--- config.mk ---
export PLATFORM = sky130hd
export DESIGN_NAME = mem_arbiter
export DESIGN_NICKNAME = d
export VERILOG_FILES = /design/src/common/regex_pkg.sv /design/src/hw/mem_arbiter.sv
export SDC_FILE = /design/constraint.sdc
export NUM_CORES = 1
export LEC_CHECK = 0
export BUFFER_PORTS_ARGS = -buffer_cell sky130_fd_sc_hd__buf_4
export CAP_MARGIN = 20
export CORE_AREA = 2 2 39 41
export CTS_BUF_LIST = sky130_fd_sc_hd__clkbuf_4
export DETAILED_ROUTE_END_ITERATION = 12
export DIE_AREA = 0 0 41 43
export PLACE_DENSITY_LB_ADDON = 0.3
export REMOVE_ABC_BUFFERS = 1
export SLEW_MARGIN = 0
export SYNTH_ARGS = -nofsm -noshare
export SYNTH_HDL_FRONTEND = slang
export SYNTH_SLANG_ARGS = --single-unit
--- constraint.sdc ---
create_clock -name clk -period 1 [get_ports clk]
set_input_delay 0.2 -clock clk [delete_from_list [all_inputs] [get_ports clk]]
set_output_delay 0.2 -clock clk [all_outputs]
set_load 0.05 [all_outputs]
--- src/common/regex_pkg.sv ---
// memory is fixed at 512 bytes read as 64-bit words; byte pointers need 10 bits to hold 512
package regex_pkg;

    ////////////////////////////////////////////////////////////
    // widths and memory map
    ////////////////////////////////////////////////////////////
    localparam int REG_WIDTH       = 32;
    localparam int MEM_READ_WIDTH  = 64;
    localparam int MEM_WRITE_WIDTH = 32;
    localparam int MEM_BYTES       = 512;
    localparam int CHAR_WIDTH      = 8;
    localparam int MEM_RWORDS      = MEM_BYTES / (MEM_READ_WIDTH / CHAR_WIDTH);
    localparam int MEM_WWORDS      = MEM_BYTES / (MEM_WRITE_WIDTH / CHAR_WIDTH);

    // bitmap lives in bytes 0..31, text may start right after it
    localparam int CC_WORDS        = 4;
    localparam int TEXT_BASE       = 32;

    typedef logic [REG_WIDTH-1:0]             reg_word_t;
    typedef logic [MEM_READ_WIDTH-1:0]        mem_word_t;
    typedef logic [$clog2(MEM_RWORDS)-1:0]    mem_raddr_t;
    typedef logic [$clog2(MEM_WWORDS)-1:0]    mem_waddr_t;
    typedef logic [$clog2(MEM_BYTES):0]       char_addr_t;
    typedef logic [2:0]                       cmd_code_t;

    ////////////////////////////////////////////////////////////
    // host commands and status
    ////////////////////////////////////////////////////////////
    localparam cmd_code_t CMD_NOP          = 3'd0;
    localparam cmd_code_t CMD_WRITE        = 3'd1;
    localparam cmd_code_t CMD_READ         = 3'd2;
    localparam cmd_code_t CMD_START        = 3'd3;
    localparam cmd_code_t CMD_RESTART      = 3'd4;
    localparam cmd_code_t CMD_READ_ELAPSED = 3'd5;

    typedef enum logic [2:0] {
        STATUS_IDLE     = 3'd0,
        STATUS_RUNNING  = 3'd1,
        STATUS_ACCEPTED = 3'd2,
        STATUS_REJECTED = 3'd3,
        STATUS_ERROR    = 3'd4
    } status_t;

endpackage

--- src/hw/mem_arbiter.sv ---
// engine always wins; the controller keeps at most one host read in flight
`timescale 1ns/100ps

module mem_arbiter
    import regex_pkg::*;
(
    input  logic       clk,
    input  logic       rst_master,
    input  logic       host_req,
    input  mem_raddr_t host_raddr,
    input  logic       eng_req,
    input  mem_raddr_t eng_raddr,
    output logic       rd_en,
    output mem_raddr_t rd_addr,
    output logic       host_rvalid,
    output logic       eng_rvalid
);

    logic       host_pend;
    mem_raddr_t host_pend_addr;
    logic       host_any;
    logic       rd_valid_q;
    logic       owner_eng_q;

    assign host_any = host_req || host_pend;

    // grant
    assign rd_en   = eng_req || host_any;
    assign rd_addr = eng_req   ? eng_raddr :
                     host_pend ? host_pend_addr : host_raddr;

    always_ff @(posedge clk)
    begin
        if (rst_master)
        begin
            host_pend   <= 1'b0;
            rd_valid_q  <= 1'b0;
            owner_eng_q <= 1'b0;
        end
        else
        begin
            // host held back while the engine owns the port
            if (eng_req && host_req)
                host_pend <= 1'b1;
            else if (!eng_req)
                host_pend <= 1'b0;
            rd_valid_q  <= rd_en;
            owner_eng_q <= eng_req;
        end
    end

    always_ff @(posedge clk)
    begin
        if (host_req)
            host_pend_addr <= host_raddr;
    end

    // owner tag steers the returning word
    assign host_rvalid = rd_valid_q && !owner_eng_q;
    assign eng_rvalid  = rd_valid_q && owner_eng_q;

    // a second host read while one waits would be lost
    assert property (@(posedge clk) disable iff (rst_master) host_req |-> !host_pend);

endmodule

# Word level (Yosys, flattened, before mapping)

Index checks and enable logic that the tools add are counted.

Flip-flop bits (word level): 9
Bits of input ports: 16
Output and inout bits: 9
Logic and storage cells: 15

Equality and inequality tests: 1
Mux-type cells: 4
Reductions and logical operators: 6

Operators with widths:

| kind                 | number |
|---|---|
| $mux W6              | 2 |
| $logic_and A1 B1 Y1  | 3 |
| $logic_or A1 B1 Y1   | 2 |
| $mux W1              | 2 |
| $ne A2 B1 Y1 const B | 1 |
| $logic_not A1 Y1     | 1 |

# Logic depth before layout (Yosys ltp)

Word-level depth: 2
Depth in mapped cells: 3
Gate-level depth less buffers: 2

# Worst setup path after synthesis

Ideal clock, no wire load.

Kind: register to output
Start point: register host_pend
End point: output port rd_addr[0]
Data arrival time: 1.616 ns
Required time: 0.800 ns
Setup slack: -0.816 ns
Stages on the path, launching flop included: 4
Buffers on the path: 1
Cell sequence: dfxtp_1 -> buf_6 -> mux2i_1 -> o21ai_0

Word-level cells in the longest chain between the ends: 2

Ends and longest elaborated chain:

| element                | RTL line          | RTL |
|---|---|---|
| start, declared        | mem_arbiter.sv:19 | `logic host_pend;` |
| start signal, assigned | mem_arbiter.sv:36 | `host_pend <= 1'b0;` |
| start signal, assigned | mem_arbiter.sv:44 | `host_pend <= 1'b1;` |
| start signal, assigned | mem_arbiter.sv:46 | `host_pend <= 1'b0;` |
| $mux W6                | mem_arbiter.sv:30 | `host_pend ? host_pend_addr : host_raddr;` |
| $mux W6                | mem_arbiter.sv:29 | `assign rd_addr = eng_req ? eng_raddr :` |
| end, declared          | mem_arbiter.sv:14 | `output mem_raddr_t rd_addr,` |

No other way between the ends.

# Worst setup path in the final report

Start point: register host_pend
End point: output port rd_en

Word-level cells in the longest chain between the ends: 2

Ends and longest elaborated chain:

| element            | RTL line          | RTL |
|---|---|---|
| $logic_or A1 B1 Y1 | mem_arbiter.sv:25 | `assign host_any = host_req \|\| host_pend;` |
| $logic_or A1 B1 Y1 | mem_arbiter.sv:28 | `assign rd_en = eng_req \|\| host_any;` |
| end, declared      | mem_arbiter.sv:13 | `output logic rd_en,` |

No other way between the ends.

==> impl_metrics.csv <==
group,metric,value,unit
synth,synthDistinctLibCells,12,
worst_setup_path,reg2reg_depth,2,
synth,synth_area,419.2,um2
run_status,violations,"setup timing",
drt,dr.pass1.iters,1,
synth,synthCells,35,
run_status,status,"finished, violations left",
synth,yosysTopAreaCell,"edfxtp_1",
cts,clkTransAtPathRegs,60,ps
layout,areaGrowthSynthToFinish,73.13,%
sta,period_minus_slack,1357,ps
power,ir_drop,0.8819,mV
placement,portBuffers,24,
placement,place_congestion,0.6266,
drt,drtAntennaViolNets,0,
power,pwr-share-comb,28.6,%
hold_path,hold_path.class,"input port to register",
worst_setup_path,worstPathRequired,800,ps
drt,drt-vias-per-instance,4.420,
grt,grt_overflow,0,
drt,dr_total_vias,358,
drt,avgRoutedWirePerCell,10.01,um
sta,min_period_over_period,135.7,%
power,p_switching,0.2944,mW
drt,drcViolationCount,0,
drt,drt_iter0_drc,0,
synth,synthMuxAreaShare,14.33,%
layout,finalNetCount,82,
sta,relSlewSlack,90.67,%
cts,clockBufferDepth,2,
die,start_util,30.29,%
sta,max_freq,0.7368,GHz
sta,totalNegativeSetupSlack,-2385,ps
synth,synth_warnings,0,
layout,drive_above_1_share,60.00,%
cts,cts_setup_buffers,0,
placement,pre_cts_slack,-256.0,ps
die,die_h,43,um
layout,finalNonFillerCells,81,
worst_setup_path,path_max_fanout,8,
grt,antenna_found_initial,0,
grt,grt_pass1_wl,1504,um
sta,drv_slew,0,
worst_setup_path,startpoint_type,"register",
synth,ys_top_cells_by_area,"edfxtp_1 (43%), dfxtp_1 (14%), mux2i_1 (14%)",
sta,worst_slew_pin_slew,136.1,ps
job,cap_violations,0,
power,p_leak,0.3200,nW
worst_setup_path,worstSetupPathType,"register to output pin",
sta,fin_skew,0.04069,ps
grt,grt_pass1_vias,376,
worst_setup_path,crit_path_end_kind,"output pin",
power,p_clk_share,29.0,%
layout,num_antenna_cells,0,
cts,numCtsBuffers,3,
placement,place_inst,77,
hold_path,whs_path_depth,2,
die,chipWidth,41,um
power,seqPwrFrac,42.4,%
drt,routed_wl,811,um
cts,cts_num_sinks,9,
worst_setup_path,cp.arrival,1160,ps
cts,clkLatencyLatePin,250,ps
layout,layout_commonest_cell,"buf_4",
synth,synth_compound_area_share,8.955,%
cts,cts_tree,"done",
grt,grt_start_max_net_pins,9,
power,powerDensity,1431,nW/um2
cts,cts-root-buf,"clkbuf_4",
grt,grt_usage,12.59,%
sta,hold_viol_final,0,
synth,synth_top_family_by_area,"simple AND/OR/NAND/NOR gates",
sta,setup_ws,-357.2,ps
die,ios,25,
sta,grt_setup_unrepaired,"true",
die,dieArea,1763,um2
sta,setup_violations,9,
synth,synth-adder-area-share,0,%
power,internal-power,0.7440,mW
die,coreArea,1384,um2
synth,seq_area_frac_synth,57.31,%
synth,synth-seq-cells,9,
synth,synth.top_cell.area_share,42.99,%
synth,synth-xor-area-share,0,%
placement,hpwl,642,um
die,rows,14,
synth,synth_simple_gate_area_share,15.82,%
cts,htreeDepth,1,
power,power.total,1.038,mW
synth,syn-mean-instance-area,11.98,um2
power,swShare,28.35,%
[stage by stage]
| step | area (um2) | hold slack, ps | utilization, % |
|---|---|---|---|
| floorplan | 404.1 | 264.3 | - |
| global placement | 634.4 | 382.7 | 45.84 |
| detailed placement | 634.4 | 386.9 | 45.84 |
| CTS | 721.9 | 101.6 | 52.17 |
| global route | 725.7 | 89.12 | 52.44 |
| finish | 725.7 | 107.7 | 52.44 |
[state kept, by name (all words and copies together) (netlist names)]
register        flops
host_pend_addr      6
host_pend           1
owner_eng_q         1
rd_valid_q          1
[final cells by class]
cell class / count / area (um2)
fill: 133 / 658.1
timing repair buffer: 28 / 255.2
sequential: 9 / 246.5
multi-input combinational: 24 / 173.9
clock buffer: 4 / 30.03
tap: 16 / 20.02
[power by group through the flow]
stage / Sequential (mW) / Combinational (mW) / Clock, mW
global placement: 0.446 / 0.260 / 0
CTS: 0.441 / 0.296 / 0.312
detailed placement: 0.447 / 0.262 / 0
floorplan: 0.443 / 0.143 / 0
global route: 0.443 / 0.315 / 0.343
finish: 0.441 / 0.297 / 0.301
[layer usage]
layer	GRT usage [%]	vias up	wire (um)
met5	0	-	0
met4	4.000	0	0
met3	6.283	0	61
met2	16.88	15	387
met1	17.33	157	363
li1	-	186	-
[Yosys cell counts]
| cell type | number |
|---|---|
| mux2i_1 | 6 |
| o21ai_0 | 6 |
| nand2_1 | 6 |
| buf_6 | 1 |
| clkbuf_1 | 1 |
| nor2b_1 | 2 |
| nor2b_4 | 1 |
| and2_1 | 1 |
| edfxtp_1 | 6 |
| dfxtp_1 | 3 |
| o21a_1 | 1 |
| or3_4 | 1 |
[logic make-up (layout without fill, tap and decap cells)]
kind of cell,after synthesis,in the layout
mux,6,6
simple gates,11,11
buf+inv,2,32
compound gates,7,7
flops,9,9
[final timing paths]
kind | from | to | slack, ps
worst max-delay path | host_pend | rd_en | -360
worst min-delay path | rst_master | rd_valid_q | 110
worst max register to register | host_pend | rd_valid_q | 30
worst min register to register | host_pend | host_pend | 570
[critical path, stage by stage (launching register included)]
cell,delay (ps)
dfxtp_4,380
or3_4,360
buf_8,160
[repair_timing]
item                       4_1_cts  5_1_grt
gates resized for setup         24        1
setup endpoints to repair       10        9
pin swaps                        2        1
hold buffers                     0        0
Note: power is estimated with default switching activity, not from simulation.
