**src/common/regex_pkg.sv**
```systemverilog
// memory is fixed at 512 bytes read as 64-bit words; byte pointers need 10 bits to hold 512
package regex_pkg;

    ////////////////////////////////////////////////////////////
    // widths and memory map
    ////////////////////////////////////////////////////////////
    localparam int REG_WIDTH       = 32;
    localparam int MEM_READ_WIDTH  = 64;
    localparam int MEM_WRITE_WIDTH = 32;
    localparam int MEM_BYTES       = 512;
    localparam int CHAR_WIDTH      = 8;
    localparam int MEM_RWORDS      = MEM_BYTES / (MEM_READ_WIDTH / CHAR_WIDTH);
    localparam int MEM_WWORDS      = MEM_BYTES / (MEM_WRITE_WIDTH / CHAR_WIDTH);

    // bitmap lives in bytes 0..31, text may start right after it
    localparam int CC_WORDS        = 4;
    localparam int TEXT_BASE       = 32;

    typedef logic [REG_WIDTH-1:0]             reg_word_t;
    typedef logic [MEM_READ_WIDTH-1:0]        mem_word_t;
    typedef logic [$clog2(MEM_RWORDS)-1:0]    mem_raddr_t;
    typedef logic [$clog2(MEM_WWORDS)-1:0]    mem_waddr_t;
    typedef logic [$clog2(MEM_BYTES):0]       char_addr_t;
    typedef logic [2:0]                       cmd_code_t;

    ////////////////////////////////////////////////////////////
    // host commands and status
    ////////////////////////////////////////////////////////////
    localparam cmd_code_t CMD_NOP          = 3'd0;
    localparam cmd_code_t CMD_WRITE        = 3'd1;
    localparam cmd_code_t CMD_READ         = 3'd2;
    localparam cmd_code_t CMD_START        = 3'd3;
    localparam cmd_code_t CMD_RESTART      = 3'd4;
    localparam cmd_code_t CMD_READ_ELAPSED = 3'd5;

    typedef enum logic [2:0] {
        STATUS_IDLE     = 3'd0,
        STATUS_RUNNING  = 3'd1,
        STATUS_ACCEPTED = 3'd2,
        STATUS_REJECTED = 3'd3,
        STATUS_ERROR    = 3'd4
    } status_t;

endpackage

```
**src/hw/char_mem.sv**
```systemverilog
// no reset on the array; a read in the same cycle as a write to that word returns the old data
`timescale 1ns/100ps

module char_mem
    import regex_pkg::*;
(
    input  logic       clk,
    input  logic       wr_en,
    input  mem_waddr_t wr_addr,
    input  reg_word_t  wr_data,
    input  logic       rd_en,
    input  mem_raddr_t rd_addr,
    output mem_word_t  rd_data
);

    mem_word_t mem [MEM_RWORDS];

    // write port, 32 bits wide, bit 0 of the address picks the half
    always_ff @(posedge clk)
    begin
        if (wr_en)
        begin
            if (wr_addr[0])
            begin
                mem[wr_addr[$bits(mem_waddr_t)-1:1]][MEM_WRITE_WIDTH +: MEM_WRITE_WIDTH]
                    <= wr_data;
            end
            else
            begin
                mem[wr_addr[$bits(mem_waddr_t)-1:1]][0 +: MEM_WRITE_WIDTH] <= wr_data;
            end
        end
    end

    // registered read, holds the last word while idle
    always_ff @(posedge clk)
    begin
        if (rd_en)
        begin
            rd_data <= mem[rd_addr];
        end
    end

endmodule

```
**config.mk**
```make
export PLATFORM = sky130hd
export DESIGN_NAME = char_mem
export DESIGN_NICKNAME = d
export VERILOG_FILES = /design/src/common/regex_pkg.sv /design/src/hw/char_mem.sv
export SDC_FILE = /design/constraint.sdc
export NUM_CORES = 2
export LEC_CHECK = 0
export BUFFER_PORTS_ARGS = -buffer_cell sky130_fd_sc_hd__buf_2
export CORE_UTILIZATION = 54
export DETAILED_ROUTE_END_ITERATION = 16
export PLACE_DENSITY = 0.76
export SETUP_SLACK_MARGIN = 0.02
export SLEW_MARGIN = 30
export SYNTH_ARGS = -nofsm -noshare
export SYNTH_HDL_FRONTEND = slang
export SYNTH_SLANG_ARGS = --single-unit
```
**constraint.sdc**
```tcl
create_clock -name clk -period 6.3 [get_ports clk]
set_clock_uncertainty 0.1 [all_clocks]
set_input_delay 0 -clock clk [delete_from_list [all_inputs] [get_ports clk]]
set_output_delay 0 -clock clk [all_outputs]
set_load 0.02 [all_outputs]
```
-- Yosys cells after proc, flatten, opt, wreduce, memory -nomap -nowiden
Memories as Yosys holds them, arrays and structs flattened. A register that Yosys moved wholly into a read port is not among the register bits.
Index checks and enable logic that the tools add are counted.
- multiplexer cells: 6
- operators by type and width (kind ; number):
    2-to-1 mux 1 bit ; 6
- flip-flop bits (word level): 0
- memory bits (writable): 4096
- input bits: 48
- output and inout port bits: 64
- logic and storage cells: 7
- memories kept: 1
- memories (memory ; depth ; bits a word ; read ports ; clocked after Yosys merged registers in ; write ports ; RTL line ; text):
    mem ; 64 ; 64 ; 1 ; 1 ; 1 ; char_mem.sv:16 ; mem_word_t mem [MEM_RWORDS];

-- Longest topological paths before layout
- word-level depth: 3
- depth in mapped cells: 9
- depth with buffers taken out: 5

-- Worst setup path before layout
OpenSTA, ideal clock, no wires.
- path type: input port to flip-flop
- start: input port wr_addr[3]
- end: memory mem[36][0] (netlist name) (enable)
- library setup time: 0.421 ns
- arrival time: 2.393 ns
- data required time: 5.779 ns
- path slack: 3.386 ns
- stages on the path: 5
- path buffers: 3
- path through: clkbuf_1 > or3b_2 > clkbuf_1 > clkbuf_1 > nor2_1
- RTL lines (item ; RTL line ; text):
    start: declaration ; char_mem.sv:9 ; input mem_waddr_t wr_addr,
    end: declaration ; char_mem.sv:16 ;
Straight into the memory's write port.

==> impl_results.md <==
* Syn Inst Count at 6864
* Global placement routability congestion at 0.803
* Critical Path Source: rd_addr[3]
* Vias in the first global route at 79.9k
* Cell area after layout at 0.177 sq mm
* CP max FO at 45
* Tmin final at 3660 ps
* Worst Path Arrival at 4220 ps
* Final non-filler cell total at 11.5k
* Clock latency on the worst-skew pair at 910 ps
* Overall global routing resource usage at 28.7%
* Routed WL at 423 mm
* TritonCTS Buffers at 381
* Final net count at 7311
* Clock sinks at 4160
* Detail Route Antenna Nets at 0
* Slowest stage delay, CP at 720 ps
* Cts repair resizes at 0
* Worst hold start: wr_en
* Cell mode on critical path: buf_4
* Fin crit share at 58.1%
* Final hold vios at 0
* Final core utilization at 61.3%
* Total power at 56.2 mW
* First-pass iteration count of the detailed router at 6
* Startpoint types: input port
* Worst Path Buf+Inv at 5
* Drt initial violations at 12.6k
* Top Ports at 112
* Area Overhead vs Synth at 12.4%
* CTS Root Cell: clkbuf_16
* Power Internal at 44.3 mW
* H-tree lvl count at 5
* Hold slack final at 77.0 ps
* Cell Area, Synth at 0.158 sq mm
* Clock Power Share at 40.5%
* Layout cell share with drive strength beyond 1 at 27.7%
* RSZ-0062 raised after global routing: false
* Vias per cell at 6.82
* Global-route wire length before repair at 590 mm
* Die height at 542 microns
* Initial antenna violation count at 35
* Number of port buffers at 111
* Leakage at 54.6 nW
* Worst setup EP type: register
* CP max-delay cell: buf_4
* Starting Density at 54.5%
* CP top delay family: buffers and inverters
* Max-cap violations at 0
* Core area at 0.289 sq mm
* Reg-to-reg critical path startpoint: mem[40][32]$_DFFE_PP_
* Pin slew with the least headroom to its limit at 1090 ps
* Synth warn at 0
* Largest net degree at the start of global routing at 114
* Sequential share of power at 54.6%
* Die ar. at 0.294 sq mm
* Fmax at 0.273 GHz
* Seq/Total Area, Yosys at 79.3%
* Power Density at 317 mW/mm^2
* Outcome: complete, no violations
* Via count at 78.4k
* Max VDD drop at 0.000265 V
* P_sw at 11.9 mW
* Die width at 542 microns
* Worst min-delay path class: input port to register
* Placed cells at 10.7k
* Share of total power in combinational logic at 4.9%
* Synth unique cells at 36
* Setup_tns at 0 ps
* Post-Place Setup Slack at 2150 ps
* Post-Place Cell Area at 0.164 sq mm
* Critical path class: input port to register
* DR WL/cell at 36.8 microns
* Crit-path cells: dlygate4sd3_1, buf_6, buf_4, nor2b_4, buf_4, buf_4, a22oi_1, nand4_1, and3_1
* Worst setup margin at 2640 ps
* TritonCTS clock tree: built
* Worst slew margin at 27.4%
* DRC viols at 0
* Row count at 197
* Data required time of the worst path at 6860 ps
* Final Max Tran Viols at 0
* Worst-path clk slew at 60 ps
* Synth Net Count at 6912
* GRT overflow at 0
* Syn_area_per_cell at 23.0 sq um
* Hpwl dp at 214 mm
* Synth Register Bits at 4160
* # setup viols final at 0
* Sw Share at 21.1%
* Max clock buf depth at 4
[cell type report]
| class | count | area, sq um |
|---|---|---|
| multi-input combinational | 2292 | 31800 |
| clock buffer | 447 | 9930 |
| fill | 18631 | 112000 |
| tap | 3880 | 4850 |
| inverter | 18 | 67.6 |
| clock inverter | 238 | 2140 |
| timing repair buffer | 410 | 3390 |
| antenna | 41 | 103 |
| sequential | 4160 | 125000 |
[path summary, 6_finish.rpt]
| path | endpoint | slack [ps] | depth (start not counted) |
|---|---|---|---|
| min | mem[26][9]$_DFFE_PP_ | 80 | 5 |
| max reg2reg | rd_data[32]$_DFFE_PP_ | 3620 | 5 |
| min reg2reg | rd_data[48]$_DFFE_PP_ | 840 | 5 |
| max | rd_data[30]$_DFFE_PP_ | 2640 | 9 |
[power groups by stage]
| stage | clock network, mW | logic, mW | registers (mW) |
|---|---|---|---|
| 6_report | 22.8 | 2.74 | 30.7 |
| 3_3_place_gp | 0 | 2.59 | 31.3 |
| 5_1_grt | 23.9 | 2.83 | 30.7 |
| 4_1_cts | 22.9 | 2.72 | 30.7 |
| 2_1_floorplan | 0 | 1.39 | 31.3 |
| 3_5_place_dp | 0 | 2.65 | 31.3 |
[synth_stat cells (all sizes together)]
| cell type | instances | area (sq um) |
|---|---|---|
| edfxtp | 4160 | 125000 |
| mux4 | 1024 | 23100 |
| buf | 209 | 1220 |
| nand2 | 195 | 732 |
| clkbuf | 185 | 694 |
| nor2 | 179 | 674 |
| nand3 | 178 | 891 |
| mux2i | 135 | 1350 |
| a22oi | 128 | 961 |
| nand4 | 83 | 519 |
| o22ai | 83 | 519 |
| o21ai | 45 | 225 |
| o221ai | 37 | 324 |
| or3 | 30 | 188 |
| or2 | 29 | 181 |
| a41oi | 27 | 236 |
| nor2b | 25 | 156 |
| and3 | 20 | 125 |
| a211oi | 18 | 135 |
| a2bb2oi | 18 | 158 |
| inv | 18 | 67.6 |
| a31oi | 17 | 106 |
| nand2b | 8 | 50.1 |
| nand3b | 3 | 22.5 |
| and2 | 2 | 12.5 |
| or3b | 2 | 17.5 |
| a2111oi | 1 | 15.0 |
| a31o | 1 | 8.76 |
| and3b | 1 | 8.76 |
| mux2 | 1 | 11.3 |
| nor3b | 1 | 7.51 |
| o211a | 1 | 10.0 |
[what timing repair did]
item                                   in CTS  in global routing
setup buffers                               0                  0
hold buffers                               48                  0
endpoints found under the hold margin    2319                  0
[cell families after synthesis]
logic type	Yosys count	synth area share [%]
flops	4160	79.3
mux	1160	15.5
simple gates	756	2.28
buf+inv	412	1.26
compound gates	376	1.71
[worst reg2reg max path, delay by kind of cell, from the launching register on]
| family | cells | cell delay [ps] |
|---|---|---|
| muxes | 2 | 610 |
| and+or+nand+nor | 2 | 350 |
| AOI/OAI and AO/OA | 1 | 910 |
| DFF | 1 | 410 |
[registers in the layout, indices dropped and copies added, names as in the netlist]
signal / count
mem: 4096
rd_data: 64
[layout by cell type (no fill, tap or decap), drive strengths merged, types with 2 or more instances in the layout]
| cell type | Yosys | layout |
|---|---|---|
| edfxtp | 4160 | 4160 |
| mux4 | 1024 | 1024 |
| clkbuf | 185 | 447 |
| buf | 209 | 363 |
| nand2 | 195 | 195 |
| nor2 | 179 | 179 |
| nand3 | 178 | 178 |
| clkinv | 0 | 178 |
| mux2i | 135 | 135 |
| a22oi | 128 | 128 |
| nand4 | 83 | 83 |
| o22ai | 83 | 83 |
| dlygate4sd3 | 0 | 47 |
| o21ai | 45 | 45 |
| diode | 0 | 41 |
| bufinv | 0 | 38 |
| o221ai | 37 | 37 |
| or3 | 30 | 30 |
| or2 | 29 | 29 |
| a41oi | 27 | 27 |
| inv | 18 | 27 |
| nor2b | 25 | 25 |
| and3 | 20 | 20 |
| a211oi | 18 | 18 |
| a2bb2oi | 18 | 18 |
| a31oi | 17 | 17 |
| clkinvlp | 0 | 13 |
| nand2b | 8 | 8 |
| nand3b | 3 | 3 |
| or3b | 2 | 2 |
| and2 | 2 | 2 |
[layer usage]
layer | track usage, % | vias up | share of wire (%)
li1 | - | 30072 | -
met1 | 37.3 | 40953 | 33
met2 | 45.9 | 6128 | 48
met3 | 5.03 | 1212 | 12
met4 | 17.1 | 14 | 6.8
met5 | 0 | - | 0.023
(Power assumes the default switching activity.)
