`src/common/regex_pkg.sv`:
```
// memory is fixed at 512 bytes read as 64-bit words; byte pointers need 10 bits to hold 512
package regex_pkg;

    ////////////////////////////////////////////////////////////
    // widths and memory map
    ////////////////////////////////////////////////////////////
    localparam int REG_WIDTH       = 32;
    localparam int MEM_READ_WIDTH  = 64;
    localparam int MEM_WRITE_WIDTH = 32;
    localparam int MEM_BYTES       = 512;
    localparam int CHAR_WIDTH      = 8;
    localparam int MEM_RWORDS      = MEM_BYTES / (MEM_READ_WIDTH / CHAR_WIDTH);
    localparam int MEM_WWORDS      = MEM_BYTES / (MEM_WRITE_WIDTH / CHAR_WIDTH);

    // bitmap lives in bytes 0..31, text may start right after it
    localparam int CC_WORDS        = 4;
    localparam int TEXT_BASE       = 32;

    typedef logic [REG_WIDTH-1:0]             reg_word_t;
    typedef logic [MEM_READ_WIDTH-1:0]        mem_word_t;
    typedef logic [$clog2(MEM_RWORDS)-1:0]    mem_raddr_t;
    typedef logic [$clog2(MEM_WWORDS)-1:0]    mem_waddr_t;
    typedef logic [$clog2(MEM_BYTES):0]       char_addr_t;
    typedef logic [2:0]                       cmd_code_t;

    ////////////////////////////////////////////////////////////
    // host commands and status
    ////////////////////////////////////////////////////////////
    localparam cmd_code_t CMD_NOP          = 3'd0;
    localparam cmd_code_t CMD_WRITE        = 3'd1;
    localparam cmd_code_t CMD_READ         = 3'd2;
    localparam cmd_code_t CMD_START        = 3'd3;
    localparam cmd_code_t CMD_RESTART      = 3'd4;
    localparam cmd_code_t CMD_READ_ELAPSED = 3'd5;

    typedef enum logic [2:0] {
        STATUS_IDLE     = 3'd0,
        STATUS_RUNNING  = 3'd1,
        STATUS_ACCEPTED = 3'd2,
        STATUS_REJECTED = 3'd3,
        STATUS_ERROR    = 3'd4
    } status_t;

endpackage

```
`src/hw/cmd_ctrl.sv`:
```
// commands are single-cycle strobes; a memory read returning in the same cycle as READ_ELAPSED wins
`timescale 1ns/100ps

module cmd_ctrl
    import regex_pkg::*;
(
    input  logic       clk,
    input  logic       rst_master,
    input  logic       cmd_valid,
    input  cmd_code_t  cmd,
    input  reg_word_t  addr,
    input  reg_word_t  wdata,
    input  char_addr_t start_ptr,
    input  char_addr_t end_ptr,
    output status_t    status,
    output reg_word_t  rdata,
    output logic       rdata_valid,
    output logic       mem_wr_en,
    output mem_waddr_t mem_wr_addr,
    output reg_word_t  mem_wr_data,
    output logic       host_req,
    output mem_raddr_t host_raddr,
    input  logic       host_rvalid,
    input  mem_word_t  mem_rdata,
    output logic       eng_start,
    output char_addr_t eng_start_ptr,
    output char_addr_t eng_end_ptr,
    input  logic       eng_done,
    input  logic       eng_accept,
    input  logic       eng_error
);

    logic      is_write;
    logic      is_read;
    logic      is_start;
    logic      is_restart;
    logic      is_elapsed;
    logic      is_final;
    logic      read_pend;
    logic      read_half;
    reg_word_t elapsed;

    always_comb
    begin
        is_write   = 1'b0;
        is_read    = 1'b0;
        is_start   = 1'b0;
        is_restart = 1'b0;
        is_elapsed = 1'b0;
        case (cmd)
            CMD_NOP:          ;
            CMD_WRITE:        is_write   = cmd_valid;
            CMD_READ:         is_read    = cmd_valid;
            CMD_START:        is_start   = cmd_valid;
            CMD_RESTART:      is_restart = cmd_valid;
            CMD_READ_ELAPSED: is_elapsed = cmd_valid;
            default:          ;
        endcase
    end

    assign is_final = (status == STATUS_ACCEPTED) || (status == STATUS_REJECTED) ||
                      (status == STATUS_ERROR);

    // memory side, writes blocked during a run
    assign mem_wr_en     = is_write && (status != STATUS_RUNNING);
    assign mem_wr_addr   = addr[$bits(mem_waddr_t)-1:0];
    assign mem_wr_data   = wdata;
    assign host_req      = is_read && !read_pend;
    assign host_raddr    = addr[$bits(mem_raddr_t):1];

    assign eng_start     = is_start && (status == STATUS_IDLE);
    assign eng_start_ptr = start_ptr;
    assign eng_end_ptr   = end_ptr;

    ////////////////////////////////////////////////////////////
    // status FSM and elapsed counter
    ////////////////////////////////////////////////////////////
    always_ff @(posedge clk)
    begin
        if (rst_master)
        begin
            status  <= STATUS_IDLE;
            elapsed <= '0;
        end
        else
        begin
            case (status)
                STATUS_IDLE:
                begin
                    if (eng_start)
                    begin
                        status  <= STATUS_RUNNING;
                        elapsed <= '0;
                    end
                end
                STATUS_RUNNING:
                begin
                    if (!(&elapsed))
                        elapsed <= elapsed + 1'b1;
                    if (eng_done)
                        status <= eng_error  ? STATUS_ERROR :
                                  eng_accept ? STATUS_ACCEPTED : STATUS_REJECTED;
                end
                default:
                begin
                    if (is_restart && is_final)
                        status <= STATUS_IDLE;
                end
            endcase
        end
    end

    // read return path
    always_ff @(posedge clk)
    begin
        if (rst_master)
        begin
            read_pend   <= 1'b0;
            rdata_valid <= 1'b0;
        end
        else
        begin
            if (host_req)
                read_pend <= 1'b1;
            else if (host_rvalid)
                read_pend <= 1'b0;
            rdata_valid <= host_rvalid || is_elapsed;
        end
    end

    always_ff @(posedge clk)
    begin
        if (host_req)
            read_half <= addr[0];
        if (host_rvalid)
            rdata <= mem_rdata[read_half*REG_WIDTH +: REG_WIDTH];
        else if (is_elapsed)
            rdata <= elapsed;
    end

    assert property (@(posedge clk) disable iff (rst_master) eng_done |-> status == STATUS_RUNNING);

endmodule

```
`config.mk`:
```
export PLATFORM = sky130hd
export DESIGN_NAME = cmd_ctrl
export DESIGN_NICKNAME = d
export VERILOG_FILES = /design/src/common/regex_pkg.sv /design/src/hw/cmd_ctrl.sv
export SDC_FILE = /design/constraint.sdc
export NUM_CORES = 1
export LEC_CHECK = 0
export ABC_AREA = 0
export BUFFER_PORTS_ARGS = -buffer_cell sky130_fd_sc_hd__buf_2
export CORE_AREA = 2 2 101 103
export CTS_CLUSTER_DIAMETER = 40
export DETAILED_ROUTE_END_ITERATION = 8
export DIE_AREA = 0 0 103 105
export GPL_ROUTABILITY_DRIVEN = 0
export HOLD_SLACK_MARGIN = 0.06
export PLACE_DENSITY = 0.93
export SLEW_MARGIN = 0
export SYNTH_ARGS = -nofsm -noshare
export SYNTH_HDL_FRONTEND = slang
export SYNTH_SLANG_ARGS = --single-unit
```
`constraint.sdc`:
```
create_clock -name clk -period 2.5 [get_ports clk]
set_input_delay 0.125 -clock clk [delete_from_list [all_inputs] [get_ports clk]]
set_output_delay 0.125 -clock clk [all_outputs]
set_load 0.005 [all_outputs]
```
# ---- After elaboration in Yosys (flattened, before gate mapping)
# Cells that the tools add are included.
dict set report totals {
  inputBits 158
  register_bits 70
  out_inout_bits 104
  word_cells 55
}
dict set report classes {
  eq_ne 13
  add_sub_neg 1
  reduce_logical 16
  shift 1
  mux 18
}
# op count
set op_table {}
lappend op_table {{$mux W32} 4}
lappend op_table {{$pmux W32 S2} 1}
lappend op_table {{$shiftx A64 B7 Y32} 1}
lappend op_table {{$add A32 B1 Y32 const B} 1}
lappend op_table {{$reduce_and A32 Y1} 1}
lappend op_table {{$eq A3 B2 Y1 const B} 4}
lappend op_table {{$mux W3} 4}
lappend op_table {{$eq A3 B3 Y1 const B} 3}
lappend op_table {{$mux W1} 8}
lappend op_table {{$eq A3 B1 Y1 const B} 2}
lappend op_table {{$ne A2 B2 Y1 const B} 3}
lappend op_table {{$pmux W3 S2} 1}
lappend op_table {{$reduce_and A3 Y1} 2}
lappend op_table {{$reduce_bool A2 Y1} 3}
lappend op_table {{$logic_and A1 B1 Y1} 4}
lappend op_table {{$logic_not A3 Y1} 1}
lappend op_table {{$logic_or A1 B1 Y1} 3}
lappend op_table {{$ne A3 B1 Y1 const B} 1}
lappend op_table {{$reduce_bool A3 Y1} 1}
lappend op_table {{$logic_not A1 Y1} 1}

# ---- Longest topological paths before layout
dict set report logic_depth {
  depth_word 6
  mapped_depth 9
  ltp_nobuf 7
}

# ---- Worst setup path before layout
# Ideal clock, no wire load.
dict set report synth_path {
  path_type {reg-to-reg}
  start {register elapsed[0]}
  end {register elapsed[29]}
  t_required_ps 2378
  period_less_slack_ps 2178
  path_stages_with_launch 9
  setup_time_ps 122
  n_path_buf 1
  arrival_time_ps 2057
  setup_slack_ps 322
  path_cell_list {dfxtp_1 ha_1 nand4_2 nor4_4 and4_1 buf_6 nor2_2 and3_1 a221o_1}
}
dict set report synth_via {
  elab_chain_cells 3
  word_cells_on_any_way 6
  classes_between {1 x add/sub; 1 x eq/ne; 2 x mux; 2 x reduce/logical}
}
# item line
set synth_lines {}
lappend synth_lines {{start: declaration} cmd_ctrl.sv:41} ;# reg_word_t elapsed;
lappend synth_lines {{start signal: assignment} cmd_ctrl.sv:99} ;# elapsed <= elapsed + 1'b1;
lappend synth_lines {{$add A32 B1 Y32 or $reduce_and A32 Y1 (tied branches)} {cmd_ctrl.sv:99, cmd_ctrl.sv:98}}
lappend synth_lines {{$mux W32 or $ne A2 B2 Y1 (tied branches)} -}
lappend synth_lines {{$pmux W32 S2 or $reduce_and A3 Y1 (tied branches)} -}
# Parallel ways exist; a longest one is shown, timed or not. The select of a mux whose other input is x is not followed.
# A chain may end at the register's enable or synchronous reset.

# ---- Worst setup path in the final report
dict set report layout_path {
  start {register elapsed[1]}
  end {register elapsed[24]}
}
# The elaborated chain is that of the path after synthesis.

==> results.json <==
{
  "status": "complete, no violations",
  "initial_utilization_pct": 43.6,
  "grtUsageMet3_pct": 9.83,
  "antenna_found_initial": 0,
  "clock_skew_ns": 0.0105,
  "hold_class": "input pin to flop",
  "grt_pass1_wl_mm": 17.6,
  "syn-instance-count": 466,
  "n_antenna_cell": 0,
  "p_per_area_mw_per_mm2": 515,
  "fmax_ghz": 0.442,
  "drive_gt1_share_pct": 29.8,
  "grt_pass1_vias": 3497,
  "numCtsBuffers": 9,
  "nFillCells": 928,
  "dieHeight_um": 105,
  "vias": 3596,
  "grt_max_degree": 66,
  "port_buffers": 114,
  "first_pass_iters": 5,
  "track_usage_pct": 20.9,
  "avgRoutedWirePerCell_um": 17.2,
  "use_met2_pct": 36.5,
  "synth_area_mm2": 0.00421,
  "vias_per_cell": 5.50,
  "setup_tns_ns": 0,
  "core.rowCount": 36,
  "areaGrowthSynthToFinish_pct": 10.4,
  "drc": 0,
  "endpoint_kind": "flop",
  "ys_warn_count": 0,
  "cts_root_buf": "clkbuf_8",
  "clock_sinks": 70,
  "wirelength_mm": 11.2,
  "synth_edf_count": 33,
  "cp_slowest_stage_delay_ns": 0.40,
  "grt_use_met1_pct": 21.3,
  "cp_max_fo": 5,
  "critPathKind": "flop to flop",
  "avgSynthCellArea_um2": 9.03,
  "ant_nets": 0,
  "ys_ff_latch": 70,
  "worst_pin_slew_ns": 0.631,
  "path_cells": "ha_1 > nand4_2 > nor4_4 > buf_4 > nand2_1 > or3_1 > and3_1 > a221o_1",
  "drt_iter0_markers": 210,
  "whs_ns": 0.0960,
  "clock_latency_ns": 0.35,
  "ys.flop_type": "dfxtp_1",
  "grt_overflow_total": 0,
  "grt.busiest_layer": "met2",
  "hpwl_mm": 8.57,
  "async_reset_ff_share_pct": 0,
  "p_leak_nw": 2.02,
  "ctsHtreeMaxLevel": 3,
  "die_area_mm2": 0.0108,
  "ys_seq_area_share_pct": 41.2,
  "hold_viol": 0,
  "slew_viol_final": 0,
  "finalSetupViolations": 0,
  "slew_headroom_pct": 58.0,
  "final.min_clock_period_ns": 2.26,
  "crit_arrival_ns": 2.50,
  "nNetsFinal": 675,
  "peakVddDrop_uv": 209,
  "clockBufferDepth": 2,
  "rsz0062_at_grt": "no",
  "coreArea_mm2": 0.00964,
  "syn_nets": 625,
  "cpMaxStageDelayCell": "dfxtp_1",
  "ios": 262,
  "post_cts_buffers": 0,
  "synth.distinct_cells": 50,
  "required_ns": 2.74,
  "period_share_pct": 90.4,
  "maxCapViolCount": 0,
  "die_x_um": 103,
  "cp-start-kind": "flop",
  "clkTransAtPathRegs_ns": 0.08,
  "cts_tree": "yes"
}
==> final cells by class <==
class | count | area (um2) | share of cell area [%]
Tap cell | 133 | 166 | 3.58
Multi-Input combinational cell | 305 | 1870 | 40.3
Clock inverter | 2 | 13.8 | 0.296
Clock buffer | 14 | 174 | 3.75
Sequential cell | 70 | 1730 | 37.3
Inverter | 5 | 18.8 | 0.404
Timing Repair Buffer | 125 | 668 | 14.4
==> path summary, 6_finish.rpt <==
check                                         startpoint                  endpoint  slack, ns  depth (start not counted)
worst min register to register  elapsed[31]$_SDFFE_PP0P_  elapsed[31]$_SDFFE_PP0P_       0.51                          2
worst min-delay path                           eng_error    status[1]$_SDFFE_PP0P_        0.1                          3
worst max-delay path             elapsed[1]$_SDFFE_PP0P_  elapsed[24]$_SDFFE_PP0P_       0.24                          8
worst max register to register   elapsed[1]$_SDFFE_PP0P_  elapsed[24]$_SDFFE_PP0P_       0.24                          8
==> critical path, delay by kind of cell (launching register included) <==
kind	cells	cell delay, ns
compound gates	1	0.25
fa+ha+maj	1	0.27
buf+inv	1	0.19
flops	1	0.40
simple gates	5	1.04
==> metal layers <==
metal	part of all wire (%)	wire length, um	up-vias
met5	0	0	-
met4	2.3	258	0
met1	35	3890	1642
li1	-	-	1716
met2	52	5810	196
met3	11	1280	42
==> synth_stat cells, types with 8 or more instances <==
master | number | area share [%]
nor2_1 | 75 | 6.7
buf_4 | 66 | 12
a21oi_1 | 56 | 6.7
dfxtp_1 | 37 | 18
mux2i_1 | 35 | 8.3
edfxtp_1 | 33 | 24
nand2_1 | 20 | 1.8
clkbuf_1 | 12 | 1.1
nand3_1 | 12 | 1.4
a31oi_1 | 10 | 1.5
nor3_1 | 9 | 1.1
o21ai_0 | 8 | 0.95
==> cell families after synthesis <==
family	Yosys count	synth area share, %
AND/OR/NAND/NOR	169	21.2
AO/OA/AOI/OAI	96	13.7
buffers and inverters	91	14.4
flip-flops	70	41.2
multiplexers	35	8.33
XOR/XNOR	4	0.833
adder cells (fa/ha/maj)	1	0.297
==> power by group <==
part | switching, mW | internal, mW | total, mW
Clock | 0.422 | 0.449 | 0.871
Combinational | 0.142 | 0.119 | 0.261
Sequential | 0.0114 | 1.25 | 1.26
==> timing repair <==
item / 4_1_cts / 5_1_grt
gates resized for setup: 0 / 1
hold buffers: 1 / 0
endpoints found under the hold margin: 1 / 0
setup endpoints to repair: 0 / 6
==> metrics by stage <==
| step | total power, mW | worst slack, ns | instances | area (um2) | util, % |
|---|---|---|---|---|---|
| after floorplan | 1.50 | 0.322 | 466 | 4210 | - |
| after global routing | 2.49 | 0.0550 | 654 | 4640 | 48.2 |
| after CTS | 2.41 | 0.176 | 654 | 4640 | 48.1 |
| after detailed placement | 1.55 | 0.189 | 637 | 4440 | 46.1 |
| final | 2.39 | 0.239 | 654 | 4640 | 48.2 |
| after global placement | 1.54 | 0.226 | 637 | 4440 | 46.1 |
==> placed cells by master, fill, tap and decap left out, types with 4 or more instances in the layout <==
cell type / instances
and4_1: 5
a21oi_1: 56
buf_4: 9
o21ai_0: 8
inv_1: 5
and2_1: 5
nand3_1: 12
nand4_1: 7
nor3_1: 9
nor2_1: 75
nand2_1: 20
a31oi_1: 10
edfxtp_1: 33
clkbuf_8: 10
buf_2: 114
dfxtp_1: 37
or3_1: 5
and3_1: 7
a221o_1: 4
mux2i_1: 35
xnor2_1: 4
==> flip-flops by register name, summed over array words and instances, names as in the netlist <==
name,flops
elapsed,32
rdata,32
rdata_valid,1
read_half,1
read_pend,1
status,3
Power figures use the tool's default switching activity.
