<file path="src/common/regex_pkg.sv">
// memory is fixed at 512 bytes read as 64-bit words; byte pointers need 10 bits to hold 512
package regex_pkg;

    ////////////////////////////////////////////////////////////
    // widths and memory map
    ////////////////////////////////////////////////////////////
    localparam int REG_WIDTH       = 32;
    localparam int MEM_READ_WIDTH  = 64;
    localparam int MEM_WRITE_WIDTH = 32;
    localparam int MEM_BYTES       = 512;
    localparam int CHAR_WIDTH      = 8;
    localparam int MEM_RWORDS      = MEM_BYTES / (MEM_READ_WIDTH / CHAR_WIDTH);
    localparam int MEM_WWORDS      = MEM_BYTES / (MEM_WRITE_WIDTH / CHAR_WIDTH);

    // bitmap lives in bytes 0..31, text may start right after it
    localparam int CC_WORDS        = 4;
    localparam int TEXT_BASE       = 32;

    typedef logic [REG_WIDTH-1:0]             reg_word_t;
    typedef logic [MEM_READ_WIDTH-1:0]        mem_word_t;
    typedef logic [$clog2(MEM_RWORDS)-1:0]    mem_raddr_t;
    typedef logic [$clog2(MEM_WWORDS)-1:0]    mem_waddr_t;
    typedef logic [$clog2(MEM_BYTES):0]       char_addr_t;
    typedef logic [2:0]                       cmd_code_t;

    ////////////////////////////////////////////////////////////
    // host commands and status
    ////////////////////////////////////////////////////////////
    localparam cmd_code_t CMD_NOP          = 3'd0;
    localparam cmd_code_t CMD_WRITE        = 3'd1;
    localparam cmd_code_t CMD_READ         = 3'd2;
    localparam cmd_code_t CMD_START        = 3'd3;
    localparam cmd_code_t CMD_RESTART      = 3'd4;
    localparam cmd_code_t CMD_READ_ELAPSED = 3'd5;

    typedef enum logic [2:0] {
        STATUS_IDLE     = 3'd0,
        STATUS_RUNNING  = 3'd1,
        STATUS_ACCEPTED = 3'd2,
        STATUS_REJECTED = 3'd3,
        STATUS_ERROR    = 3'd4
    } status_t;

endpackage

</file>
<file path="src/cc_engine/cc_engine.sv">
// expects start only while idle; one memory read in flight, bitmap reloaded on every run
`timescale 1ns/100ps

module cc_engine
    import regex_pkg::*;
(
    input  logic       clk,
    input  logic       rst_master,
    input  logic       start,
    input  char_addr_t start_ptr,
    input  char_addr_t end_ptr,
    output logic       mem_req,
    output mem_raddr_t mem_raddr,
    input  logic       mem_rvalid,
    input  mem_word_t  mem_rdata,
    output logic       done,
    output logic       accept,
    output logic       error
);

    typedef enum logic [2:0] {
        ENG_IDLE,
        ENG_CHECK,
        ENG_LOAD_CC,
        ENG_SCAN,
        ENG_FINISH
    } eng_state_t;

    eng_state_t                    state;
    char_addr_t                    cur_ptr;
    char_addr_t                    end_q;
    logic [$clog2(CC_WORDS)-1:0]   cc_idx;
    logic [CC_WORDS*MEM_READ_WIDTH-1:0] bitmap;
    mem_word_t                     text_word;
    logic                          word_ok;
    logic                          req_pend;
    logic [CHAR_WIDTH-1:0]         cur_byte;
    logic                          scan_end;

    assign scan_end = (cur_ptr == end_q);
    assign cur_byte = text_word[cur_ptr[2:0]*CHAR_WIDTH +: CHAR_WIDTH];

    // fetch requests, bitmap words first, then text words on demand
    assign mem_req   = !req_pend &&
                       ((state == ENG_LOAD_CC) ||
                        (state == ENG_SCAN && !word_ok && !scan_end));
    assign mem_raddr = (state == ENG_LOAD_CC) ? mem_raddr_t'(cc_idx)
                                              : cur_ptr[$bits(mem_raddr_t)+2:3];
    assign done      = (state == ENG_FINISH);

    always_ff @(posedge clk)
    begin
        if (rst_master)
        begin
            state    <= ENG_IDLE;
            req_pend <= 1'b0;
            word_ok  <= 1'b0;
            accept   <= 1'b0;
            error    <= 1'b0;
        end
        else
        begin
            if (mem_req)
                req_pend <= 1'b1;
            else if (mem_rvalid)
                req_pend <= 1'b0;

            case (state)
                ENG_IDLE:
                begin
                    if (start)
                        state <= ENG_CHECK;
                end
                ENG_CHECK:
                begin
                    word_ok <= 1'b0;
                    if (end_q < cur_ptr || cur_ptr < char_addr_t'(TEXT_BASE) ||
                        end_q > char_addr_t'(MEM_BYTES))
                    begin
                        error  <= 1'b1;
                        accept <= 1'b0;
                        state  <= ENG_FINISH;
                    end
                    else
                    begin
                        error <= 1'b0;
                        state <= ENG_LOAD_CC;
                    end
                end
                ENG_LOAD_CC:
                begin
                    if (mem_rvalid && cc_idx == CC_WORDS - 1)
                        state <= ENG_SCAN;
                end
                ENG_SCAN:
                begin
                    if (scan_end)
                    begin
                        accept <= 1'b1;
                        state  <= ENG_FINISH;
                    end
                    else if (!word_ok)
                    begin
                        if (mem_rvalid)
                            word_ok <= 1'b1;
                    end
                    else if (!bitmap[cur_byte])
                    begin
                        accept <= 1'b0;
                        state  <= ENG_FINISH;
                    end
                    else if (&cur_ptr[2:0])
                    begin
                        // next byte sits in the following word
                        word_ok <= 1'b0;
                    end
                end
                default:
                    state <= ENG_IDLE;
            endcase
        end
    end

    ////////////////////////////////////////////////////////////
    // datapath, no reset
    ////////////////////////////////////////////////////////////
    always_ff @(posedge clk)
    begin
        if (state == ENG_IDLE && start)
        begin
            cur_ptr <= start_ptr;
            end_q   <= end_ptr;
        end
        else if (state == ENG_SCAN && word_ok && !scan_end && bitmap[cur_byte])
        begin
            cur_ptr <= cur_ptr + 1'b1;
        end

        if (state == ENG_CHECK)
            cc_idx <= '0;
        else if (state == ENG_LOAD_CC && mem_rvalid)
        begin
            bitmap[cc_idx*MEM_READ_WIDTH +: MEM_READ_WIDTH] <= mem_rdata;
            cc_idx <= cc_idx + 1'b1;
        end

        if (state == ENG_SCAN && mem_rvalid)
            text_word <= mem_rdata;
    end

    // engine has priority, so each request returns on the very next cycle
    assert property (@(posedge clk) disable iff (rst_master)
        mem_req |=> mem_rvalid && !mem_req);

endmodule

</file>
<file path="config.mk">
export PLATFORM = sky130hd
export DESIGN_NAME = cc_engine
export DESIGN_NICKNAME = d
export VERILOG_FILES = /design/src/common/regex_pkg.sv /design/src/cc_engine/cc_engine.sv
export SDC_FILE = /design/constraint.sdc
export NUM_CORES = 1
export LEC_CHECK = 0
export ABC_AREA = 1
export BUFFER_PORTS_ARGS = -buffer_cell sky130_fd_sc_hd__buf_2
export CAP_MARGIN = 20
export CORE_ASPECT_RATIO = 0.75
export CORE_MARGIN = 4
export CORE_UTILIZATION = 51
export CTS_CLUSTER_SIZE = 30
export DETAILED_ROUTE_END_ITERATION = 8
export HOLD_SLACK_MARGIN = 0.1
export PLACE_DENSITY = 0.8
export SYNTH_ARGS = -nofsm -noshare
export SYNTH_HDL_FRONTEND = slang
export SYNTH_SLANG_ARGS = --single-unit
export TNS_END_PERCENT = 100
</file>
<file path="constraint.sdc">
create_clock -name clk -period 12.86 [get_ports clk]
set_input_delay 1.929 -clock clk [delete_from_list [all_inputs] [get_ports clk]]
set_output_delay 1.929 -clock clk [all_outputs]
set_load 0.02 [all_outputs]
</file>
-- Word-level counts from Yosys, hierarchy flattened
Cells that the tools add are included.
- bits in registers: 349
- bits in latches: 0
- memory bits (writable): 0
- bits in read-only memories: 0
- input port bits: 88
- output and inout port bits: 10
- logic and storage cells: 85
- memories kept: 0
- $add $sub $neg: 3
- $mul: 0
- divide/modulo/power cells: 0
- magnitude comparators: 4
- equal/unequal tests: 12
- shift operators: 3
- multiplexer cells: 27
- bitwise logic cells: 1
- reductions and logical operators: 25
- operators by type and width (kind ; count):
    bitwise mux 256 bit ; 1
    variable shift 64 x 34 -> 256 bit (first input constant) ; 1
    variable part select 64 x 34 -> 256 bit ; 1
    variable part select 64 x 7 -> 8 bit ; 1
    negator 8 -> 34 bit ; 1
    two-way mux 10 bit ; 2
    two-way mux 3 bit ; 6
    two-way mux 1 bit ; 13
    one-hot mux 3 bit (4 select lines) ; 1
    adder 10 x 1 -> 10 bit (second input constant) ; 1
    equality test 10 bit ; 1
    > comparator 10 bit (second input constant) ; 1
    logical AND 1 bit ; 10
    less-than comparator 10 bit ; 1
    less-than comparator 10 x 6 -> 1 bit (second input constant) ; 1
    less-than comparator 8 x 9 -> 1 bit (second input constant) ; 1
    binary-select mux 1 bit (select 8 bit) ; 1
    AND reduction 4 bit ; 2
    equality test 3 x 2 -> 1 bit (second input constant) ; 2
    two-way mux 6 bit ; 1
    != test 2 bit (second input constant) ; 3
    != test 3 bit (second input constant) ; 2
    nonzero test 2 bit ; 3
    one-hot mux 1 bit (2 select lines) ; 2
    11 further kinds ; 16

-- Logic depth before layout (Yosys ltp)
- word-level depth: 7
- gate-level depth with buffers: 22
- gate-level depth less buffers: 19

-- Worst setup path before layout
No wires, ideal clock.
- path type: input to register
- start: input port mem_rvalid
- end: register bitmap[0] (enable)
- library setup time: 487 ps
- arrival: 4759 ps
- required time: 12373 ps
- slack: 7614 ps
- stages: 2
- path buffers: 0
- cell sequence: nand2_1 nor2_1
- word-level cells in the longest chain between the ends: 2
- RTL lines (item ; RTL line ; RTL):
    start, declared ; cc_engine.sv:14 ; input logic mem_rvalid,
    logical AND 1 bit ; cc_engine.sv:141 ; else if (state == ENG_LOAD_CC && mem_rvalid)
    AND reduction 2 bit (no source line) ; - ;
    end signal, assigned by index ; cc_engine.sv:143 ; bitmap[cc_idx*MEM_READ_WIDTH +: MEM_READ_WIDTH] <= mem_rdata;
    end, declared ; cc_engine.sv:33 ; logic [CC_WORDS*MEM_READ_WIDTH-1:0] bitmap;
No other way between the ends.
A chain may end at the register's enable or synchronous reset.

-- Final worst setup path
- start: register cur_ptr[2]
- end: output port mem_req
- word-level cells in the longest chain between the ends: 5
- RTL lines (item ; RTL line ; RTL):
    start, declared ; cc_engine.sv:30 ; char_addr_t cur_ptr;
    start signal, assigned ; cc_engine.sv:131 ; cur_ptr <= start_ptr;
    start signal, assigned ; cc_engine.sv:136 ; cur_ptr <= cur_ptr + 1'b1;
    equality test 10 bit ; cc_engine.sv:40 ; assign scan_end = (cur_ptr == end_q);
    logical NOT 1 bit ; cc_engine.sv:46 ; (state == ENG_SCAN && !word_ok && !scan_end));
    logical AND 1 bit ; cc_engine.sv:46 ;
    logical OR 1 bit ; cc_engine.sv:45 ; ((state == ENG_LOAD_CC) ||
    logical AND 1 bit ; cc_engine.sv:44 ; assign mem_req = !req_pend &&
    end, declared ; cc_engine.sv:12 ; output logic mem_req,
No other way between the ends.

==> flow_summary.json <==
{
  "status": "complete, but fails checks",
  "violations": "design-rule violations",
  "power_frac_clock_pct": 22.5,
  "seq_area_frac_synth_pct": 63.8,
  "p_per_area_mw_per_mm2": 257,
  "die_y_um": 163,
  "syn_inst": 1612,
  "maxCapViolCount": 0,
  "grt_pass1_vias": 12375,
  "cts-resized-gates": 0,
  "routed_wl_mm": 46.6,
  "die_x_um": 214,
  "switching_share_pct": 44.9,
  "instances_no_fill": 2083,
  "synth_area_leader_cell": "edfxtp_1",
  "drtAntennaViolNets": 0,
  "synth_fp_nets": 1717,
  "ir_drop_mv": 0.185,
  "cp.arrival_ns": 3.36,
  "hold_buffers": 0,
  "wl_per_cell_um": 22.3,
  "post-route-period-util_pct": 41.1,
  "fmax_mhz": 189,
  "synthTopCellsByArea": "edfxtp_1 (63%), nand3_1 (12%), nand2_1 (5.7%)",
  "grt_max_degree": 81,
  "cts_buffer_depth": 3,
  "coreArea_sq_mm": 0.0314,
  "leakagePower_nw": 6.93,
  "grt-ovfl-total": 0,
  "p_int_mw": 2.57,
  "path_clk_slew_ns": 0.07,
  "drt-initial-drc-count": 2355,
  "place_hpwl_mm": 29.2,
  "grt.total_usage_pct": 26.5,
  "cp-start-kind": "flip-flop",
  "drv_slew": 0,
  "setup_violations": 0,
  "seq_power_share_pct": 31.3,
  "ios": 98,
  "cts_sinks": 349,
  "power_frac_comb_pct": 46.1,
  "rows": 56,
  "setup_tns_ns": 0,
  "syn_to_final_growth_pct": 11.3,
  "rsz0062_at_grt": "no",
  "antenna_found_initial": 1,
  "cts_tree": "yes",
  "cts_buffers": 35,
  "worst_pin_slew_ns": 1.01,
  "ys_types": 34,
  "crit_type": "flip-flop to output pin",
  "dp.cells": 2021,
  "fin_nets": 1757,
  "drive_gt1_share_pct": 11.3,
  "first_pass_iters": 9,
  "fin_skew_ns": 0.0189,
  "yosysTopAreaCellShare_pct": 62.7,
  "htreeDepth": 2,
  "worst_ep_required_time_ns": 10.93,
  "ys_ff_latch": 349,
  "p_sw_mw": 2.09,
  "cts-root-buf": "clkbuf_16",
  "clk_latency_ns": 0.53,
  "hold_class": "flip-flop to flip-flop",
  "dieArea_sq_mm": 0.0349,
  "initial_core_util_pct": 51.9,
  "max_slew_margin_pct": 32.7,
  "gp_congestion": 0.970,
  "portBuffers": 97,
  "crit_fanout": 11,
  "fin_crit_ns": 5.29,
  "final_core_util_pct": 57.8,
  "cts_setup_buffers": 0,
  "grt_pass1_wl_mm": 71.8,
  "yosys_warnings": 0,
  "route.detailed.drc": 2,
  "hold_violations": 0,
  "avgSynthCellArea_sq_um": 10.1,
  "vias": 12898,
  "viasPerCell": 6.19,
  "synthesis.area_sq_mm": 0.0163,
  "crit_path_end_kind": "output pin"
}
==> power groups by stage <==
stage          Combinational (mW)  Sequential (mW)  Clock [mW]
2_1_floorplan                1.48             1.47           0
3_3_place_gp                 1.98             1.48           0
3_5_place_dp                 2.05             1.48           0
4_1_cts                      2.08             1.46        1.05
5_1_grt                      2.32             1.47        1.10
6_report                     2.15             1.46        1.05
==> synthesized netlist by cell type, drive strengths merged <==
cell and count:
nand3 405, edfxtp 340, nand2 249, nor2 164, nor3 129, inv 121, buf 73, clkbuf 41
a21oi 22, ha 17, o21ai 11, dfxtp 9, a32o 8, nand4 5, o211ai 3, xor2 3
a31oi 2, nor4 2, o31ai 2, a211oi 1, a22oi 1, a32oi 1, nand3b 1, o22ai 1
or4 1
==> cell usage in the layout (no fill, tap or decap), drive strengths merged, types with 2 or more instances in the layout <==
cell    instances
inv           121
dfxtp           9
nand2         249
buf           117
o31ai           2
edfxtp        340
nor4            2
a31oi           2
bufinv          5
nor2          164
o21ai          11
ha             17
nor3          129
clkinv         15
a32o            8
o211ai          3
nand4           5
nand3         405
xor2            3
a21oi          22
clkbuf         40
==> worst paths after layout <==
| kind | start | to | slack (ns) | depth (start not counted) |
|---|---|---|---|---|
| setup / recovery | cur_ptr[2] | mem_req | 7.57 | 9 |
| hold reg to reg | error | error | 0.51 | 2 |
| hold / removal | error | error | 0.51 | 2 |
| setup reg to reg | cur_ptr[1] | cur_ptr[1] | 7.64 | 16 |
==> kinds of logic (layout without fill, tap and decap cells) <==
| family | after synthesis | count (layout) | synth area share [%] |
|---|---|---|---|
| and+or+nand+nor | 956 | 956 | 26.4 |
| AOI/OAI and AO/OA | 52 | 52 | 2.00 |
| DFF | 349 | 349 | 63.8 |
| adders and majority gates | 17 | 17 | 1.31 |
| buffers and inverters | 235 | 299 | 6.32 |
| other | 0 | 1 | 0 |
| xor gates and xnor gates | 3 | 3 | 0.161 |
==> per-stage QoR <==
stage / area [sq um] / hold slack, ns / setup slack [ns] / power (mW)
2_1_floorplan: 16300 / 0.458 / 7.61 / 2.95
3_3_place_gp: 16900 / 0.478 / 7.98 / 3.46
3_5_place_dp: 17000 / 0.488 / 7.86 / 3.53
4_1_cts: 18100 / 0.507 / 7.67 / 4.59
5_1_grt: 18100 / 0.536 / 7.37 / 4.89
6_report: 18100 / 0.506 / 7.57 / 4.66
==> sequential cells by signal (all words and copies together) (netlist names) <==
register / flops
end_q: 10
cc_idx: 2
bitmap: 256
error: 1
text_word: 64
req_pend: 1
cur_ptr: 10
accept: 1
word_ok: 1
state: 3
==> worst max-delay path, stage by stage, from the launching register on <==
cell	delay [ns]
edfxtp_1	0.85
inv_2	0.35
ha_1	0.42
nand4_1	0.08
or4_1	0.47
nand2_1	0.13
inv_1	0.08
nand2_1	0.18
a21oi_1	0.11
buf_2	0.17
==> final cells by class <==
cell class                 instances  area, sq um
clock buffer                      40          937
sequential                       349        10400
inverter                         121          457
antenna                            1         2.50
clock inverter                    21          221
multi-input combinational       1028         4960
fill                            2540        13300
tap                              406          508
timing repair buffer             117          656
==> per-layer routing <==
| layer | vias up | wire (um) | global-route usage [%] |
|---|---|---|---|
| li1 | 5722 | - | - |
| met1 | 6084 | 17700 | 38.1 |
| met2 | 967 | 20200 | 39.6 |
| met3 | 123 | 7360 | 8.45 |
| met4 | 2 | 1290 | 6.60 |
| met5 | - | 12 | 0 |
(Power assumes the default switching activity.)
